$ cat src/logic/mmix_decode_pkg.sv
// shared widths, encodings and opcode constants for the dispatch decoder
// push/pop are not decoded, so ring offset O and stack pointer S stay at zero
// and local register n always sits in ring slot n
// op_class_e is 5 bits, spec_kind_e is 2 bits; both feed the output stage as is

`default_nettype none

package mmix_decode_pkg;

	typedef logic [31:0] inst_word_t; // op, x, y, z bytes
	typedef logic [63:0] addr_t; // location, immediates, ring slots
	typedef logic [7:0]  reg_num_t; // register number or X/Y/Z/G/L field
	typedef logic [7:0]  op_flags_t; // operand flag byte, see FLAG_*

	// local register ring
	localparam int RING_SIZE = 256;

	// bit positions in op_flags_t
	localparam int FLAG_Z_IMM  = 0; // Z is an immediate
	localparam int FLAG_Z_REG  = 1; // $Z is a source
	localparam int FLAG_Y_IMM  = 2; // Y is an immediate
	localparam int FLAG_Y_REG  = 3; // $Y is a source
	localparam int FLAG_X_SRC  = 4; // $X is a source
	localparam int FLAG_X_DEST = 5; // $X is written
	localparam int FLAG_REL    = 6; // YZ or XYZ is a relative address

	// opcode bases
	localparam logic [7:0] OP_WYDE_BASE = 8'hE0; // SETH .. ANDNL
	localparam logic [7:0] OP_JMP       = 8'hF0; // JMP, JMPB at +1
	localparam logic [7:0] OP_BR_FIRST  = 8'h40; // BN
	localparam logic [7:0] OP_BR_LAST   = 8'h5F; // PBEVB

	// internal operation class handed to the execution units
	typedef enum logic [4:0] {
		cls_trap,
		cls_add,
		cls_addu,
		cls_sub,
		cls_subu,
		cls_cmp,
		cls_cmpu,
		cls_shl,
		cls_shr,
		cls_br,
		cls_pbr,
		cls_cset,
		cls_logic,
		cls_set,
		cls_wyde,
		cls_jmp,
		cls_incrl // interim, widens the local window by one
	} op_class_e;

	// what a specifier value means
	typedef enum logic [1:0] {
		kind_none,   // operand not used, value is zero
		kind_imm,    // value is the operand itself
		kind_global, // value is a global register number
		kind_local   // value is a local ring slot
	} spec_kind_e;

endpackage

`default_nettype wire

$ cat src/logic/opcode_table.sv
// opcode to operation class and operand flags, purely combinational
// only integer add/sub, compare, shifts, branches, conditional set, bitwise
// logic, wyde immediates and JMP are supported; anything else comes out as
// trap with no operand flags
// immediate forms are the odd opcodes of each arithmetic row

`timescale 1ns/1ps
`default_nettype none

module opcode_table import mmix_decode_pkg::*; (
	input  logic [7:0] op,
	output op_class_e  op_class,
	output op_flags_t  flags
);

	op_class_e cls;
	op_flags_t f;
	logic      supported; // support column of the table
	logic      is_branch;

	// X written, Y and Z each either register or immediate
	function automatic op_flags_t arith_flags(input logic y_imm, input logic z_imm);
		op_flags_t fl;
		fl = '0;
		fl[FLAG_X_DEST] = 1'b1;
		if (y_imm)
			fl[FLAG_Y_IMM] = 1'b1;
		else
			fl[FLAG_Y_REG] = 1'b1;
		if (z_imm)
			fl[FLAG_Z_IMM] = 1'b1;
		else
			fl[FLAG_Z_REG] = 1'b1;
		return fl;
	endfunction

	assign is_branch = (op >= OP_BR_FIRST) && (op <= OP_BR_LAST);

	always_comb begin
		cls = cls_trap;
		f = '0;
		supported = 1'b0;
		if (is_branch) begin // BN .. PBEVB, backward forms odd
			supported = 1'b1;
			cls = op[4] ? cls_pbr : cls_br;
			f[FLAG_X_SRC] = 1'b1;
			f[FLAG_REL] = 1'b1;
		end else begin
			case (op[7:4])
				4'h2: if (!op[3]) begin // ADD ADDU SUB SUBU; 2ADDU.. not kept
					supported = 1'b1;
					f = arith_flags(1'b0, op[0]);
					case (op[2:1])
						2'b00:   cls = cls_add;
						2'b01:   cls = cls_addu;
						2'b10:   cls = cls_sub;
						default: cls = cls_subu;
					endcase
				end
				4'h3: begin
					supported = 1'b1;
					if (op[3]) begin // SL SLU SR SRU
						cls = op[2] ? cls_shr : cls_shl;
						f = arith_flags(1'b0, op[0]);
					end else if (!op[2]) begin // CMP CMPU
						cls = op[1] ? cls_cmpu : cls_cmp;
						f = arith_flags(1'b0, op[0]);
					end else begin // NEG NEGU, Y is an immediate
						cls = op[1] ? cls_subu : cls_sub;
						f = arith_flags(1'b1, op[0]);
					end
				end
				4'h6: begin // CSN .. CSEVI, old $X kept when false
					supported = 1'b1;
					cls = cls_cset;
					f = arith_flags(1'b0, op[0]);
					f[FLAG_X_SRC] = 1'b1;
				end
				4'hC: begin // OR ORN NOR XOR AND ANDN NAND NXOR
					supported = 1'b1;
					cls = cls_logic;
					f = arith_flags(1'b0, op[0]);
				end
				4'hE: begin // wyde rows, YZ is the immediate
					supported = 1'b1;
					f[FLAG_X_DEST] = 1'b1;
					if (op[3:2] == 2'b00) begin
						cls = cls_set; // SETH .. SETL ignore old $X
					end else begin
						cls = cls_wyde; // INC, OR, ANDN read $X
						f[FLAG_X_SRC] = 1'b1;
					end
				end
				4'hF: if (op[3:1] == 3'b000) begin // JMP JMPB
					supported = 1'b1;
					cls = cls_jmp;
					f[FLAG_REL] = 1'b1;
				end
				default: ; // float, mul/div, memory, special: trap
			endcase
		end
	end

	assign op_class = supported ? cls : cls_trap;
	assign flags    = supported ? f : op_flags_t'(0);

endmodule

`default_nettype wire

$ cat src/logic/operand_spec_decoder.sv
// builds the Y, Z and b operand specifiers of one instruction
// registers at or above rg are global, all others local with slot = number
// relative targets are loc + 4*offset, the odd opcode marks a backward offset
// combinational, no state

`timescale 1ns/1ps
`default_nettype none

module operand_spec_decoder import mmix_decode_pkg::*; (
	input  inst_word_t inst,
	input  addr_t      loc,
	input  reg_num_t   rg,
	input  op_flags_t  flags,
	output spec_kind_e y_kind,
	output addr_t      y_val,
	output spec_kind_e z_kind,
	output addr_t      z_val,
	output spec_kind_e b_kind,
	output addr_t      b_val
);

	logic [7:0] op;
	reg_num_t   xx, yy, zz;
	logic       is_jmp, is_wyde;
	addr_t      rel_off; // byte offset, already times four
	addr_t      wyde_imm;

	function automatic spec_kind_e reg_kind(input reg_num_t r, input reg_num_t g);
		return (r >= g) ? kind_global : kind_local;
	endfunction

	function automatic addr_t reg_val(input reg_num_t r, input reg_num_t g);
		if (r >= g)
			return addr_t'(r);
		return addr_t'(r) & addr_t'(RING_SIZE - 1); // ring slot, O is always 0
	endfunction

	assign op = inst[31:24];
	assign xx = inst[23:16];
	assign yy = inst[15:8];
	assign zz = inst[7:0];

	assign is_jmp  = {op[7:1], 1'b0} == OP_JMP;
	assign is_wyde = op[7:4] == OP_WYDE_BASE[7:4];

	// op[0] doubles as the sign, giving offset - 2^24 or - 2^16
	assign rel_off = is_jmp ? {{38{op[0]}}, inst[23:0], 2'b00}
	                        : {{46{op[0]}}, inst[15:0], 2'b00};

	// shift 48, 32, 16, 0 for H, MH, ML, L
	assign wyde_imm = addr_t'(inst[15:0]) << {~op[1:0], 4'b0000};

	always_comb begin
		y_kind = kind_none;
		y_val = '0;
		z_kind = kind_none;
		z_val = '0;
		if (flags[FLAG_REL]) begin
			y_kind = kind_imm; // return / fall-through address
			y_val = loc + addr_t'(4);
			z_kind = kind_imm; // target
			z_val = loc + rel_off;
		end else if (is_wyde) begin
			z_kind = kind_imm;
			z_val = wyde_imm;
			if (op[3:2] != 2'b00) begin // not SET, $X is the other operand
				y_kind = reg_kind(xx, rg);
				y_val = reg_val(xx, rg);
			end
		end else begin
			if (flags[FLAG_Z_IMM]) begin
				z_kind = kind_imm;
				z_val = addr_t'(zz);
			end else if (flags[FLAG_Z_REG]) begin
				z_kind = reg_kind(zz, rg);
				z_val = reg_val(zz, rg);
			end
			if (flags[FLAG_Y_IMM]) begin
				y_kind = kind_imm;
				y_val = addr_t'(yy);
			end else if (flags[FLAG_Y_REG]) begin
				y_kind = reg_kind(yy, rg);
				y_val = reg_val(yy, rg);
			end
		end
	end

	// b carries old $X for branches, CS and the INC/OR/ANDN wydes
	assign b_kind = flags[FLAG_X_SRC] ? reg_kind(xx, rg) : kind_none;
	assign b_val  = flags[FLAG_X_SRC] ? reg_val(xx, rg) : addr_t'(0);

endmodule

`default_nettype wire

$ cat src/logic/dest_allocator.sv
// destination of $X against the local window L, and L itself
// a marginal X (L <= X < rg) yields an interim incrl into slot L; the caller
// loads it without consuming, L steps up, and the same X is tried again
// no ring overflow handling: L must stay below rg
// decision is combinational, L changes only on an interim load

`timescale 1ns/1ps
`default_nettype none

module dest_allocator import mmix_decode_pkg::*; (
	input  logic       clk,
	input  logic       rst_n,
	input  reg_num_t   rg,
	input  reg_num_t   xx,
	input  logic       x_dest, // FLAG_X_DEST of the opcode
	input  logic       load, // output stage takes the current command
	output logic       interim,
	output spec_kind_e x_kind,
	output reg_num_t   x_val,
	output reg_num_t   local_count
);

	reg_num_t local_l; // L, number of live locals

	always_comb begin
		interim = 1'b0;
		x_kind = kind_none;
		x_val = '0;
		if (x_dest) begin
			if (xx >= rg) begin
				x_kind = kind_global;
				x_val = xx;
			end else if (xx < local_l) begin
				x_kind = kind_local; // already inside the window
				x_val = xx & reg_num_t'(RING_SIZE - 1);
			end else begin
				// marginal, open slot L first
				interim = 1'b1;
				x_kind = kind_local;
				x_val = local_l & reg_num_t'(RING_SIZE - 1);
			end
		end
	end

	always_ff @(posedge clk or negedge rst_n) begin
		if (!rst_n)
			local_l <= '0;
		else if (load && interim)
			local_l <= local_l + reg_num_t'(1);
	end

	assign local_count = local_l;

	// the window may not run into the globals, there is no gamma advance
	a_l_below_g: assert property (@(posedge clk) disable iff (!rst_n)
		local_l < rg)
		else $error("local count L reached global threshold G");

endmodule

`default_nettype wire

$ cat src/logic/inst_decoder.sv
// one registered dispatch stage: instruction in, decoded command out
// valid/ready on both sides, result shows one cycle after the load edge
// upstream must hold in_inst/in_loc until in_ready, marginal X makes the
// stage emit incrl commands first without taking the instruction
// rg must not change while instructions are in flight

`timescale 1ns/1ps
`default_nettype none

module inst_decoder import mmix_decode_pkg::*; (
	input  logic       clk,
	input  logic       rst_n,
	input  reg_num_t   rg, // global threshold G

	input  logic       in_valid,
	input  inst_word_t in_inst,
	input  addr_t      in_loc,
	output logic       in_ready,

	output logic       out_valid,
	input  logic       out_ready,
	output op_class_e  out_class,
	output logic       out_interim,
	output spec_kind_e out_x_kind,
	output reg_num_t   out_x_val,
	output spec_kind_e out_y_kind,
	output addr_t      out_y_val,
	output spec_kind_e out_z_kind,
	output addr_t      out_z_val,
	output spec_kind_e out_b_kind,
	output addr_t      out_b_val
);

	op_class_e  op_class;
	op_flags_t  op_flags;
	spec_kind_e y_kind, z_kind, b_kind, x_kind;
	addr_t      y_val, z_val, b_val;
	reg_num_t   x_val;
	reg_num_t   local_count;
	logic       dest_interim;
	logic       stage_free, load;

	assign stage_free = !out_valid || out_ready; // empty or draining this edge
	assign load       = in_valid && stage_free;
	assign in_ready   = stage_free && !dest_interim; // interim keeps the inst

	opcode_table opcode_table_inst (
		.op       (in_inst[31:24]),
		.op_class (op_class),
		.flags    (op_flags)
	);

	operand_spec_decoder operand_spec_decoder_inst (
		.inst   (in_inst),
		.loc    (in_loc),
		.rg     (rg),
		.flags  (op_flags),
		.y_kind (y_kind),
		.y_val  (y_val),
		.z_kind (z_kind),
		.z_val  (z_val),
		.b_kind (b_kind),
		.b_val  (b_val)
	);

	dest_allocator dest_allocator_inst (
		.clk         (clk),
		.rst_n       (rst_n),
		.rg          (rg),
		.xx          (in_inst[23:16]),
		.x_dest      (op_flags[FLAG_X_DEST]),
		.load        (load),
		.interim     (dest_interim),
		.x_kind      (x_kind),
		.x_val       (x_val),
		.local_count (local_count)
	);

	always_ff @(posedge clk or negedge rst_n) begin
		if (!rst_n)
			out_valid <= 1'b0;
		else if (stage_free)
			out_valid <= in_valid;
	end

	// payload, incrl carries only its destination
	always_ff @(posedge clk) begin
		if (load) begin
			out_class   <= dest_interim ? cls_incrl : op_class;
			out_interim <= dest_interim;
			out_x_kind  <= x_kind;
			out_x_val   <= x_val;
			out_y_kind  <= dest_interim ? kind_none : y_kind;
			out_y_val   <= dest_interim ? addr_t'(0) : y_val;
			out_z_kind  <= dest_interim ? kind_none : z_kind;
			out_z_val   <= dest_interim ? addr_t'(0) : z_val;
			out_b_kind  <= dest_interim ? kind_none : b_kind;
			out_b_val   <= dest_interim ? addr_t'(0) : b_val;
		end
	end

	// stalled command must not move
	a_hold_stalled: assert property (@(posedge clk) disable iff (!rst_n)
		out_valid && !out_ready |=> out_valid && $stable(out_class) &&
		$stable(out_interim) && $stable(out_x_kind) && $stable(out_x_val) &&
		$stable(out_y_kind) && $stable(out_y_val) &&
		$stable(out_z_kind) && $stable(out_z_val) &&
		$stable(out_b_kind) && $stable(out_b_val))
		else $error("output changed under back-pressure");

	// an incrl lands in the old slot L and the window grows by one
	a_incrl_slot: assert property (@(posedge clk) disable iff (!rst_n)
		load && dest_interim |=> out_interim &&
		out_x_val == $past(local_count) &&
		local_count == reg_num_t'($past(local_count) + 8'd1))
		else $error("incrl destination out of step with L");

endmodule

`default_nettype wire

$ cat config.mk
export PLATFORM = sky130hd
export DESIGN_NAME = inst_decoder
export DESIGN_NICKNAME = d
export VERILOG_FILES = /design/src/logic/mmix_decode_pkg.sv /design/src/logic/opcode_table.sv /design/src/logic/operand_spec_decoder.sv /design/src/logic/dest_allocator.sv /design/src/logic/inst_decoder.sv
export SDC_FILE = /design/constraint.sdc
export NUM_CORES = 1
export LEC_CHECK = 0
export BUFFER_PORTS_ARGS = -buffer_cell sky130_fd_sc_hd__buf_4
export CAP_MARGIN = 10
export CELL_PAD_IN_SITES_DETAIL_PLACEMENT = 0
export CELL_PAD_IN_SITES_GLOBAL_PLACEMENT = 1
export CORE_ASPECT_RATIO = 1.4
export CORE_MARGIN = 4
export CORE_UTILIZATION = 42
export CTS_BUF_LIST = sky130_fd_sc_hd__clkbuf_8
export CTS_CLUSTER_DIAMETER = 100
export DETAILED_ROUTE_END_ITERATION = 12
export PLACE_DENSITY_LB_ADDON = 0.1
export REMOVE_ABC_BUFFERS = 1
export SLEW_MARGIN = 20
export SYNTH_ARGS = -nofsm -noshare
export SYNTH_HDL_FRONTEND = slang
export SYNTH_SLANG_ARGS = --single-unit
$ cat constraint.sdc
create_clock -name clk -period 5.9 [get_ports clk]
set_input_delay 0.59 -clock clk [delete_from_list [all_inputs] [get_ports clk]]
set_output_delay 0.59 -clock clk [all_outputs]
set_load 0.02 [all_outputs]
==> impl_metrics.json <==
{
  "status": "complete, no violations",
  "routed_wl_um": 46500,
  "die_w_um": 156,
  "dr_wl_met3_um": 2580,
  "yosys-top-cells-count": "158 x edfxtp_1, 132 x nand2_1, 126 x nor2_1, 107 x a21oi_1, 97 x ha_1",
  "io_pins": 324,
  "worstSetupPathType": "input pin to flop",
  "synth_warnings": 0,
  "cp_cell_sequence": "buf_4 > inv_1 > ha_1 > inv_1 > nor4_2 > nor2b_1 > a21o_1 > ha_1 > nand2_2 > nor4_2 > and2_1 > a32oi_1 > a31oi_4 > o211ai_2 > a2111oi_2 > o21ai_0 > a32o_1",
  "pre_cts_ws_ps": 1240,
  "drtPass1Iterations": 5,
  "io_buffers": 267,
  "ys_seq_area_share_pct": 38.5,
  "yosysMostFrequentCell": "edfxtp_1",
  "cts_buffers": 17,
  "remaining_drc_errors": 0,
  "min_path_type": "input pin to flop",
  "syn_to_final_growth_pct": 20.1,
  "drt-wirelength-per-cell_um": 22.8,
  "setup_violations": 0,
  "initial_core_util_pct": 42.9,
  "first_global_vias": 11300,
  "synth_top_cell_area_share_pct": 36.7,
  "synth-simple-area-share_pct": 17.1,
  "min_period_ps": 4150,
  "antenna_found_initial": 1,
  "die_area_mm2": 0.0337,
  "endpoint_kind": "flop",
  "top_layer": "met4",
  "num_rows": 75,
  "grt_pass1_wl_um": 68300,
  "p_leak_nw": 6.51,
  "cp-start-kind": "input pin",
  "place_congestion": 0.929,
  "cts_tree": "yes",
  "skew_ps": 13.0,
  "syn_area_mm2": 0.0129,
  "synth_top_family_by_area": "compound AO/OA/AOI/OAI gates",
  "numClockSinks": 167,
  "hold_buffers": 1,
  "synth_edf_count": 158,
  "p_per_area_mw_per_mm2": 217,
  "post-cts-setup-buffers": 0,
  "max_freq_mhz": 241,
  "syn_inst": 1388,
  "die_h_um": 216,
  "path_clk_slew_ps": 110,
  "synth_compound_area_share_pct": 20.3,
  "ant_nets": 0,
  "wl_met2_um": 24100,
  "synthMuxAreaShare_pct": 0.697,
  "clk_latency_ps": 510,
  "ir_worst_vdd_mv": 0.154,
  "ys_types": 86,
  "max_stage_delay_ps": 410,
  "synth_area_leaders": "edfxtp_1 37%, ha_1 9.4%, xor2_1 4.3%",
  "drtIter0Drc": 696,
  "grt_overflow": 0,
  "hold_viol": 0,
  "cp_slowest_cell": "ha_1",
  "ys.flop_type": "edfxtp_1",
  "rsz0062_at_grt": "no",
  "ys_ff_latch": 167,
  "cp.arrival_ps": 4430,
  "worst_slew_pin_slew_ps": 1020,
  "met1_length_um": 18100,
  "max-cap-violations": 0,
  "cts_root_buf": "clkbuf_8",
  "synthAdderAreaFrac_pct": 9.55,
  "crit_required_ps": 6180,
  "clk_path_buf_depth": 2,
  "coreArea_mm2": 0.0301,
  "setup_slack_ps": 1750,
  "critPathMaxFanout": 8,
  "detailedPlacementHpwl_um": 36300,
  "synth_xor_area_share_pct": 7.46,
  "synthArstFlopShare_pct": 5.39,
  "slew_headroom_pct": 31.2,
  "grt_max_degree": 94,
  "slew_violations": 0,
  "htree_num_levels": 4,
  "tns_ps": 0,
  "fin_crit_sh_pct": 70.4,
  "viasPerCell": 5.73,
  "drive_gt1_share_pct": 21.0,
  "synth_area_leader_cell": "edfxtp_1",
  "synth.avg_cell_area_um2": 9.31,
  "track_usage_pct": 26.7,
  "vias": 11700,
  "ctsResizeCount": 0,
  "nets": 1842,
  "fillers": 2926
}
[stage by stage]
step / util (%) / hold slack, ps / power, mW / cells / area, um2
2_1_floorplan: - / 294 / 2.10 / 1339 / 12500
3_3_place_gp: 50.1 / 420 / 2.50 / 2001 / 15100
3_5_place_dp: 50.1 / 423 / 2.51 / 2001 / 15100
4_1_cts: 51.5 / 238 / 3.39 / 2034 / 15500
5_1_grt: 51.5 / 275 / 3.52 / 2035 / 15500
6_report: 51.5 / 269 / 3.37 / 2035 / 15500
[metal layers]
layer / vias to the layer above / GRT usage, %
met3: 85 / 3.73
li1: 5523 / -
met2: 430 / 48.3
met1: 5626 / 31.7
met4: 0 / 10.0
met5: - / 0
[state kept, by name, summed over array words and instances (netlist names)]
register,count
out_y_kind,2
out_y_val,64
out_class,5
out_b_kind,2
out_z_val,64
out_x_val,8
out_x_kind,2
out_interim,1
dest_allocator_inst.local_count,8
out_valid,1
out_b_val,8
out_z_kind,2
[worst max-delay path, delay by kind of cell]
kind,cells,cell delay (ps)
AOI/OAI and AO/OA,7,1610
and+or+nand+nor,5,1270
adders and majority gates,2,610
buffers and inverters,3,360
[path summary, 6_finish.rpt]
path / endpoint / cells after the start / slack, ps / from
worst max-delay path: out_z_val[58] / 17 / 1750 / in_inst[25]
worst min-delay path: out_valid / 2 / 270 / in_valid
worst max register to register: out_z_val[18] / 10 / 2800 / dest_allocator_inst.local_count[1]
worst min register to register: dest_allocator_inst.local_count[5] / 1 / 510 / dest_allocator_inst.local_count[5]
max in group asynchronous: dest_allocator_inst.local_count[7] / 2 / 5340 / rst_n
min in group asynchronous: out_valid / 2 / 420 / rst_n
[layout by cell type, fill, tap and decap left out, types with 5 or more instances in the layout]
cell	Yosys	routed
xnor2_1	47	47
nand4_1	34	34
a21o_1	39	39
nand2_1	132	132
and4_1	7	7
a22o_1	27	27
and3_1	16	16
mux2i_1	9	9
nand3_1	38	38
a22oi_1	8	8
o21a_1	10	10
nor4_1	6	5
buf_4	56	276
dfrtp_1	9	9
o21ai_0	63	63
and2_1	16	16
xor2_1	63	63
inv_1	53	52
a31oi_1	11	11
or3_1	15	15
nand2b_1	10	10
conb_1	1	56
nor2b_1	8	8
a221oi_1	5	5
ha_1	97	97
edfxtp_1	158	158
o21bai_1	20	20
clkinv_8	0	5
a21oi_1	107	107
clkbuf_8	0	17
nor3_1	26	26
nor2_1	126	125
o31ai_1	9	9
a21boi_1	5	5
o21ai_1	18	18
o211ai_1	7	7
a211oi_1	8	8
[report_power, final]
group / switching, mW / internal [mW]
clock: 0.563 / 0.325
sequential: 0.0411 / 1.38
combinational: 0.667 / 0.390
total: 1.27 / 2.10
[cell type report]
cell class / count / area [um2] / share of cell area (%)
multi-input cells: 1118 / 7340 / 47.3
clock inverters: 15 / 179 / 1.15
repair buffers: 278 / 2100 / 13.5
diodes: 1 / 2.50 / 0.0161
clock buffers: 17 / 234 / 1.51
well taps: 385 / 482 / 3.10
flip-flops and latches: 167 / 4970 / 32.0
inverters: 54 / 208 / 1.34
[cell families (layout without fill, tap and decap cells)]
kind of cell / count (synthesis) / count (layout)
DFF: 167 / 167
adders and majority gates: 98 / 98
AOI/OAI and AO/OA: 388 / 388
buffers and inverters: 158 / 364
xor gates and xnor gates: 110 / 110
muxes: 9 / 9
and+or+nand+nor: 457 / 457
other: 1 / 57
(Power assumes the default switching activity.)
